### src/design/soc_pkg.sv
package soc_pkg;

	typedef enum logic [3:0] {
		LDI  = 4'h0,
		LD   = 4'h1,
		ST   = 4'h2,
		ADD  = 4'h3,
		SUB  = 4'h4,
		AND  = 4'h5,
		OR   = 4'h6,
		XOR  = 4'h7,
		JMP  = 4'h8,
		JZ   = 4'h9,
		HALT = 4'hA
	} opcode_t; // 4'hB..4'hF trap

	typedef struct packed {
		opcode_t opcode;
		logic [7:0] operand; // Address, program address or immediate
	} instr_t;

	typedef struct packed {
		logic [7:0] addr;
		logic [7:0] wdata;
		logic we;
		logic re;
	} bus_req_t;

	typedef struct packed {
		logic we;
		logic [7:0] addr;
		instr_t instr;
	} prog_load_t;

	// Port 0 in the low byte, so a cast to [2:0][7:0] indexes by port
	typedef struct packed {
		logic [7:0] port2;
		logic [7:0] port1;
		logic [7:0] port0;
	} gpio_pins_t;

	typedef struct packed {
		logic pc_load;
		logic pc_inc;
		logic ir_load;
		logic acc_load;
		logic acc_from_mem; // Accumulator takes bus read data
		opcode_t alu_op;
	} ctl_t;

	localparam logic [7:0] GPIO_BASE = 8'h80;
	localparam int GPIO_REGS = 6; // Data and direction per port

endpackage

### src/design/clock_enable.sv
`timescale 1ns/1ps

module clock_enable #(parameter int CLKDIV = 4) (
	input logic clk,
	input logic reset,
	output logic tick
);
	localparam int CW = (CLKDIV > 1) ? $clog2(CLKDIV) : 1;

	logic [CW-1:0] count;
	logic [CW-1:0] count_next;

	always_comb begin
		if (count == '0)
			count_next = CW'(CLKDIV - 1); // Reload on expiry
		else
			count_next = count - 1'b1;
	end

	always_ff @(posedge clk) begin
		if (reset) begin
			count <= '0;
			tick <= 1'b0;
		end else begin
			count <= count_next;
			tick <= (count_next == '0); // One cycle per period
		end
	end

endmodule

### src/design/cpu_control.sv
`timescale 1ns/1ps

module cpu_control (
	input logic clk,
	input logic reset,
	input logic tick,
	input soc_pkg::instr_t instr,
	input logic zero,
	input logic [7:0] acc,
	output soc_pkg::ctl_t ctl,
	output soc_pkg::bus_req_t bus_req,
	output logic halted,
	output logic trap
);
	typedef enum logic [1:0] {
		FETCH,
		EXECUTE,
		WRITEBACK,
		STOP
	} state_t;

	state_t state;
	state_t state_next;
	logic halt_hit;
	logic trap_hit;

	always_comb begin
		ctl = '0;
		ctl.alu_op = instr.opcode;
		bus_req = '0;
		bus_req.addr = instr.operand;
		bus_req.wdata = acc; // Only ST writes
		state_next = state;
		halt_hit = 1'b0;
		trap_hit = 1'b0;
		case (state)
			FETCH: begin
				ctl.ir_load = 1'b1;
				ctl.pc_inc = 1'b1;
				state_next = EXECUTE;
			end
			EXECUTE: begin
				state_next = FETCH;
				case (instr.opcode)
					soc_pkg::LDI, soc_pkg::ADD, soc_pkg::SUB,
					soc_pkg::AND, soc_pkg::OR, soc_pkg::XOR: begin
						ctl.acc_load = 1'b1;
					end
					soc_pkg::LD: begin
						bus_req.re = 1'b1;
						state_next = WRITEBACK; // Data arrives next tick
					end
					soc_pkg::ST: bus_req.we = 1'b1;
					soc_pkg::JMP: ctl.pc_load = 1'b1;
					soc_pkg::JZ: ctl.pc_load = zero;
					soc_pkg::HALT: begin
						halt_hit = 1'b1;
						state_next = STOP;
					end
					default: begin
						trap_hit = 1'b1; // Illegal opcode
						state_next = STOP;
					end
				endcase
			end
			WRITEBACK: begin
				ctl.acc_load = 1'b1;
				ctl.acc_from_mem = 1'b1;
				state_next = FETCH;
			end
			default: state_next = STOP; // Held until reset
		endcase
	end

	always_ff @(posedge clk) begin
		if (reset) begin
			state <= FETCH;
			halted <= 1'b0;
			trap <= 1'b0;
		end else if (tick) begin
			state <= state_next;
			if (halt_hit)
				halted <= 1'b1;
			if (trap_hit)
				trap <= 1'b1;
		end
	end

endmodule

### src/design/cpu_datapath.sv
`timescale 1ns/1ps

module cpu_datapath #(parameter int ROMSIZE = 256) (
	input logic clk,
	input logic reset,
	input logic tick,
	input soc_pkg::ctl_t ctl,
	input soc_pkg::instr_t fetch_instr,
	input logic [7:0] rdata,
	output logic [7:0] pc,
	output soc_pkg::instr_t instr,
	output logic [7:0] acc,
	output logic zero
);
	logic [7:0] pc_q;
	logic [8:0] pc_plus;
	logic [7:0] pc_wrap;
	logic [7:0] target;
	logic [7:0] alu_out;

	assign pc_plus = {1'b0, pc_q} + 9'd1;
	assign pc_wrap = (int'(pc_plus) == ROMSIZE) ? 8'h00 : pc_plus[7:0];
	assign target = 8'(int'(instr.operand) % ROMSIZE);

	// Fetch address looks ahead to a taken jump
	assign pc = ctl.pc_load ? target : pc_q;

	assign zero = (acc == 8'h00);

	always_comb begin
		case (ctl.alu_op)
			soc_pkg::LDI: alu_out = instr.operand;
			soc_pkg::ADD: alu_out = acc + instr.operand;
			soc_pkg::SUB: alu_out = acc - instr.operand;
			soc_pkg::AND: alu_out = acc & instr.operand;
			soc_pkg::OR: alu_out = acc | instr.operand;
			soc_pkg::XOR: alu_out = acc ^ instr.operand;
			default: alu_out = acc;
		endcase
	end

	always_ff @(posedge clk) begin
		if (reset) begin
			pc_q <= 8'h00;
			acc <= 8'h00;
		end else if (tick) begin
			if (ctl.pc_load)
				pc_q <= target;
			else if (ctl.pc_inc)
				pc_q <= pc_wrap;
			if (ctl.acc_load)
				acc <= ctl.acc_from_mem ? rdata : alu_out;
		end
	end

	always_ff @(posedge clk) begin
		if (tick && ctl.ir_load)
			instr <= fetch_instr;
	end

endmodule

### src/design/memory_map.sv
`timescale 1ns/1ps

module memory_map #(
	parameter int ROMSIZE = 256,
	parameter int RAMSIZE = 128
) (
	input logic clk,
	input logic reset,
	input logic tick,
	input logic [7:0] pc,
	input soc_pkg::prog_load_t prog_load,
	input soc_pkg::bus_req_t bus_req,
	input logic [7:0] gpio_rdata,
	output soc_pkg::instr_t fetch_instr,
	output logic [7:0] rdata,
	output logic gpio_we,
	output logic [2:0] gpio_sel,
	output logic [7:0] gpio_wdata
);
	soc_pkg::instr_t prog_mem [ROMSIZE];
	logic [7:0] ram [RAMSIZE];
	logic load_we;
	logic ram_hit;
	logic gpio_hit;

	assign load_we = reset && prog_load.we && (int'(prog_load.addr) < ROMSIZE);

	assign ram_hit = int'(bus_req.addr) < RAMSIZE;
	assign gpio_hit = (bus_req.addr >= soc_pkg::GPIO_BASE) &&
		(int'(bus_req.addr) < int'(soc_pkg::GPIO_BASE) + soc_pkg::GPIO_REGS);

	assign gpio_sel = 3'(bus_req.addr - soc_pkg::GPIO_BASE); // {port, dir}
	assign gpio_we = bus_req.we && gpio_hit;
	assign gpio_wdata = bus_req.wdata;

	always_ff @(posedge clk) begin
		if (load_we)
			prog_mem[prog_load.addr] <= prog_load.instr;
		if (load_we && prog_load.addr == pc)
			fetch_instr <= prog_load.instr; // Write-through for the first fetch
		else if (tick || reset)
			fetch_instr <= prog_mem[pc];
	end

	always_ff @(posedge clk) begin
		if (tick && bus_req.we && ram_hit)
			ram[bus_req.addr[6:0]] <= bus_req.wdata;
	end

	always_ff @(posedge clk) begin
		if (tick && bus_req.re) begin
			if (ram_hit)
				rdata <= ram[bus_req.addr[6:0]];
			else if (gpio_hit)
				rdata <= gpio_rdata;
			else
				rdata <= 8'h00; // Unmapped
		end
	end

endmodule

### src/design/gpio_ports.sv
`timescale 1ns/1ps

module gpio_ports (
	input logic clk,
	input logic reset,
	input logic tick,
	input logic gpio_we,
	input logic [2:0] gpio_sel,
	input logic [7:0] gpio_wdata,
	input soc_pkg::gpio_pins_t gpio_in,
	output logic [7:0] gpio_rdata,
	output soc_pkg::gpio_pins_t gpio_out,
	output soc_pkg::gpio_pins_t gpio_oe
);
	logic [2:0][7:0] data_q;
	logic [2:0][7:0] dir_q;
	logic [2:0][7:0] in_meta;
	logic [2:0][7:0] in_sync;
	logic [1:0] port;
	logic port_ok;

	assign port = gpio_sel[2:1];
	assign port_ok = (port != 2'd3);

	assign gpio_out = data_q;
	assign gpio_oe = dir_q;

	always_ff @(posedge clk) begin
		if (tick) begin
			in_meta <= gpio_in; // Two-stage synchronizer
			in_sync <= in_meta;
		end
	end

	always_ff @(posedge clk) begin
		if (reset) begin
			data_q <= '0;
			dir_q <= '0;
		end else if (tick && gpio_we && port_ok) begin
			if (gpio_sel[0])
				dir_q[port] <= gpio_wdata;
			else
				data_q[port] <= gpio_wdata;
		end
	end

	always_comb begin
		gpio_rdata = 8'h00;
		if (port_ok) begin
			if (gpio_sel[0])
				gpio_rdata = dir_q[port];
			else
				gpio_rdata = (data_q[port] & dir_q[port]) | (in_sync[port] & ~dir_q[port]);
		end
	end

endmodule

### src/design/soc_top.sv
`timescale 1ns/1ps

module soc_top #(
	parameter int ROMSIZE = 256,
	parameter int RAMSIZE = 128,
	parameter int CLKDIV = 4
) (
	input logic clk,
	input logic reset,
	input soc_pkg::prog_load_t prog_load,
	input soc_pkg::gpio_pins_t gpio_in,
	output soc_pkg::gpio_pins_t gpio_out,
	output soc_pkg::gpio_pins_t gpio_oe,
	output logic halted,
	output logic trap
);
	logic tick;
	soc_pkg::ctl_t ctl;
	soc_pkg::bus_req_t bus_req;
	soc_pkg::instr_t instr;
	soc_pkg::instr_t fetch_instr;
	logic zero;
	logic [7:0] acc;
	logic [7:0] pc;
	logic [7:0] rdata;
	logic gpio_we;
	logic [2:0] gpio_sel;
	logic [7:0] gpio_wdata;
	logic [7:0] gpio_rdata;

	clock_enable #(.CLKDIV(CLKDIV)) clock_enable(.*);
	cpu_control cpu_control(.*);
	cpu_datapath #(.ROMSIZE(ROMSIZE)) cpu_datapath(.*);
	memory_map #(.ROMSIZE(ROMSIZE), .RAMSIZE(RAMSIZE)) memory_map(.*);
	gpio_ports gpio_ports(.*);

endmodule

### config.mk
export PLATFORM = sky130hd
export DESIGN_NAME = soc_top
export DESIGN_NICKNAME = d
export VERILOG_FILES = /design/src/design/soc_pkg.sv /design/src/design/clock_enable.sv /design/src/design/cpu_control.sv /design/src/design/cpu_datapath.sv /design/src/design/memory_map.sv /design/src/design/gpio_ports.sv /design/src/design/soc_top.sv
export SDC_FILE = /design/constraint.sdc
export NUM_CORES = 2
export LEC_CHECK = 0
export ABC_AREA = 0
export BUFFER_PORTS_ARGS = -buffer_cell sky130_fd_sc_hd__buf_2
export CAP_MARGIN = 20
export CORE_ASPECT_RATIO = 2
export CORE_MARGIN = 3
export CORE_UTILIZATION = 63
export CTS_CLUSTER_SIZE = 12
export DETAILED_ROUTE_END_ITERATION = 10
export PLACE_DENSITY = 0.77
export SLEW_MARGIN = 20
export SYNTH_ARGS = -nofsm -noshare
export SYNTH_HDL_FRONTEND = slang
export SYNTH_HIERARCHICAL = 1
export SYNTH_SLANG_ARGS = --single-unit
### constraint.sdc
create_clock -name clk -period 6.5 [get_ports clk]
set_clock_uncertainty 0.15 [all_clocks]
set_input_delay 0 -clock clk [delete_from_list [all_inputs] [get_ports clk]]
set_output_delay 0 -clock clk [all_outputs]
set_load 0.03 [all_outputs]
==> results.cfg <==
[die]
pin_count = 97
initial_core_util = 0.635
num_rows = 264
die_area_um2 = 268000
die_x_um = 368
coreArea_um2 = 259000
chipHeight_um = 729

[detailed_routing]
dr.pass1.iters = 9
via_per_inst = 7.27
drc = 0
first_iter_violations = 13263
vias = 91826
wl_per_cell_um = 38.0
final_antenna_net_count = 0
routed_wl_um = 480000

[logic_synthesis]
synth_fa_ha_area_frac = 0.00248
netlist_area_um2 = 165000
syn_avg_cell_area_um2 = 19.2
ys_seq_area_frac = 0.770
synth_xor_area_frac = 0.00112
synthFlopType = edfxtp_1
synth_cells = 8588
synth_seq_cells = 4247
synth_edf_count = 4176
synth_compound_area_frac = 0.0658
synth.distinct_cells = 93
synth_top_family_by_area = multiplexers
syn_nets = 8667
synth_warnings = 6
yosys.area_share.simple = 0.0326
synth_mux_area_frac = 0.110
async_flop_share = 0

[power_and_ir_drop]
combPwrFrac = 0.062
vdd_ir_drop_max_mv = 0.240
power.switching_mw = 11.5
p_int_mw = 42.4
swShare = 0.214
p_clk_frac = 0.380
leakagePower_nw = 56.3
power-per-cell-area_nw_per_um2 = 294
seq_power_share = 0.558

[finish]
drive_gt1_frac = 0.217
most-common-layout-cells = edfxtp_1 (4176), mux4_2 (646), a22oi_1 (454)
fin_nets = 9162
final_core_util = 0.708
final_common_cell = edfxtp_1
area_delta_synth_final_pct = 11.4

[hold_path]
hold_path_class = in2reg

[run]
cap_violations = 0

[clocking]
h-tree-depth = 5
ctsLongestPathBuffers = 4
cts.sinks = 4247
clk_latency_ps = 930
clk_pin_slew_ps = 70
tritoncts = yes
cts_setup_buffers = 0
root_buffer = clkbuf_16
cts_buffers = 398

[timing]
setup_violations = 0
slew-limit-headroom = 0.116
fin_crit_ps = 6410
rsz0062_at_grt = no
fin_ws_ps = 91.9
timing.fmax_mhz = 156
tightestPinTransition_ps = 1330
finalHoldViolCount = 0
layout_worst_path_cycle_share = 0.986
drv_slew = 0

[worst_setup_path]
crit_type = reg2reg
cpMaxStageDelayCell = a2111oi_2
start_kind = register
critPathBufInv = 7
reg2reg_slack_ps = 90
crit_chain = inv_1 > nand4_1 > nor2_1 > inv_1 > a2111oi_4 > buf_12 > nand2_1 > o21ai_4 > buf_12 > buf_12 > mux4_2 > nor2_1 > o21ai_0 > a31oi_1 > buf_4 > o211ai_1 > a2111oi_2 > buf_4 > a21oi_1
slowest_delay_ps = 800
crit_family = compound AO/OA/AOI/OAI gates
required_ps = 7040
cpMostUsedCell = buf_12
crit_path_end_kind = register
crit_fanout = 59
arrival_ps = 6950

[global_route]
first_global_vias = 93042
grt_pass1_wl_um = 679000
grt_usage = 0.358
grt-ovfl-total = 0
grt_max_degree = 192
antenna_found_initial = 14

[placed_design]
dpl.hpwl_um = 297000
place.gp.congestion = 0.979
pre_cts_slack_ps = 83.1
portBuffers = 96

[run_status]
status = complete, no violations
per-layer routing:
metal	wire length, um	global-route usage	up-vias
met2	239000	0.597	7029
met4	58900	0.337	6
met5	41	0	-
met1	138000	0.385	46560
li1	-	-	36240
met3	44500	0.0670	1991
layout make-up:
type | instances | area (um2)
sequential | 4247 | 127000
fill | 14835 | 75800
multi-input combinational | 3703 | 35500
clock buffer | 467 | 10400
timing repair buffer | 691 | 6040
tap | 3458 | 4330
clock inverter | 14 | 176
inverter | 42 | 160
antenna | 11 | 27.5
cells in the mapped netlist (all sizes together) (13+ instances only):
library cell / count / share of area
edfxtp: 4176 / 0.76
mux4: 646 / 0.088
nor2: 544 / 0.012
a22oi: 454 / 0.021
buf: 312 / 0.011
clkbuf: 285 / 0.0065
mux2i: 247 / 0.015
nand2: 210 / 0.0048
a21oi: 188 / 0.0058
o21ai: 174 / 0.0053
a221oi: 136 / 0.0073
nand3: 99 / 0.0030
a211oi: 98 / 0.0045
mux2: 91 / 0.0063
nor2b: 86 / 0.0033
dfxtp: 71 / 0.0086
o22ai: 68 / 0.0026
a31oi: 67 / 0.0025
a22o: 52 / 0.0028
nand4: 47 / 0.0018
inv: 41 / 0.00093
a41oi: 39 / 0.0021
nor3: 39 / 0.0012
o221ai: 37 / 0.0020
ha: 31 / 0.0024
o211ai: 30 / 0.0014
o31ai: 26 / 0.0012
a2111oi: 21 / 0.0016
a221o: 21 / 0.0013
and3: 21 / 0.00081
nand2b: 21 / 0.00080
and2: 17 / 0.00065
a21boi: 15 / 0.00068
or4: 14 / 0.00064
o2111ai: 13 / 0.00073
registers in the layout, indices dropped and copies added, names as in the netlist:
register and flops:
clock_enable/tick 1, cpu_control/state 2, cpu_datapath/instr 12, clock_enable/count 2, cpu_control/halted 1, memory_map/ram 1024, memory_map/prog_mem 3072, cpu_datapath/acc 8
memory_map/fetch_instr 12, gpio_ports/gpio_out 24, gpio_ports/in_sync 24, memory_map/rdata 8, cpu_datapath/pc_q 8, cpu_control/trap 1, gpio_ports/in_meta 24, gpio_ports/gpio_oe 24
timing repair:
item	CTS	global route
setup endpoints to repair	0	5
hold endpoints to repair	2511	2
resized for setup	0	3
hold buffers	83	2
kinds of logic (layout without fill, tap and decap cells):
| group | after synthesis | after routing |
|---|---|---|
| AOI/OAI and AO/OA | 1501 | 1501 |
| xor gates and xnor gates | 21 | 21 |
| adders and majority gates | 32 | 32 |
| buffers and inverters | 639 | 1214 |
| DFF | 4247 | 4247 |
| muxes | 984 | 985 |
| other | 0 | 11 |
| and+or+nand+nor | 1164 | 1164 |
stage by stage:
step / std cells / setup TNS, ps / power, mW / cell area, um2 / hold WS [ps]
after floorplan: 8588 / 0 / 32.4 / 165000 / -87.6
after global placement: 12042 / -70.6 / 33.8 / 171000 / 27.4
after detailed placement: 12047 / 0 / 33.8 / 172000 / 28.5
after CTS: 12611 / 0 / 54.0 / 183000 / 2.95
after global routing: 12627 / 0 / 55.1 / 183000 / 32.9
final: 12633 / 0 / 53.9 / 183000 / 0.395
power groups by stage:
stage	clock [mW]	combinational [mW]	sequential, mW
after detailed placement	0	3.19	30.6
after global routing	21.6	3.45	30.1
final	20.5	3.34	30.1
after floorplan	0	1.82	30.6
after CTS	20.6	3.26	30.1
after global placement	0	3.11	30.6
worst paths after layout:
path | endpoint | startpoint | cells past startpoint
setup / recovery | memory_map/fetch_instr[2] | cpu_datapath/acc[5] | 19
setup reg to reg | memory_map/fetch_instr[2] | cpu_datapath/acc[5] | 19
hold / removal | memory_map/prog_mem[189][7] | prog_load[7] | 2
hold reg to reg | gpio_ports/in_sync[16] | gpio_ports/in_meta[16] | 0
Power figures use the tool's default switching activity.
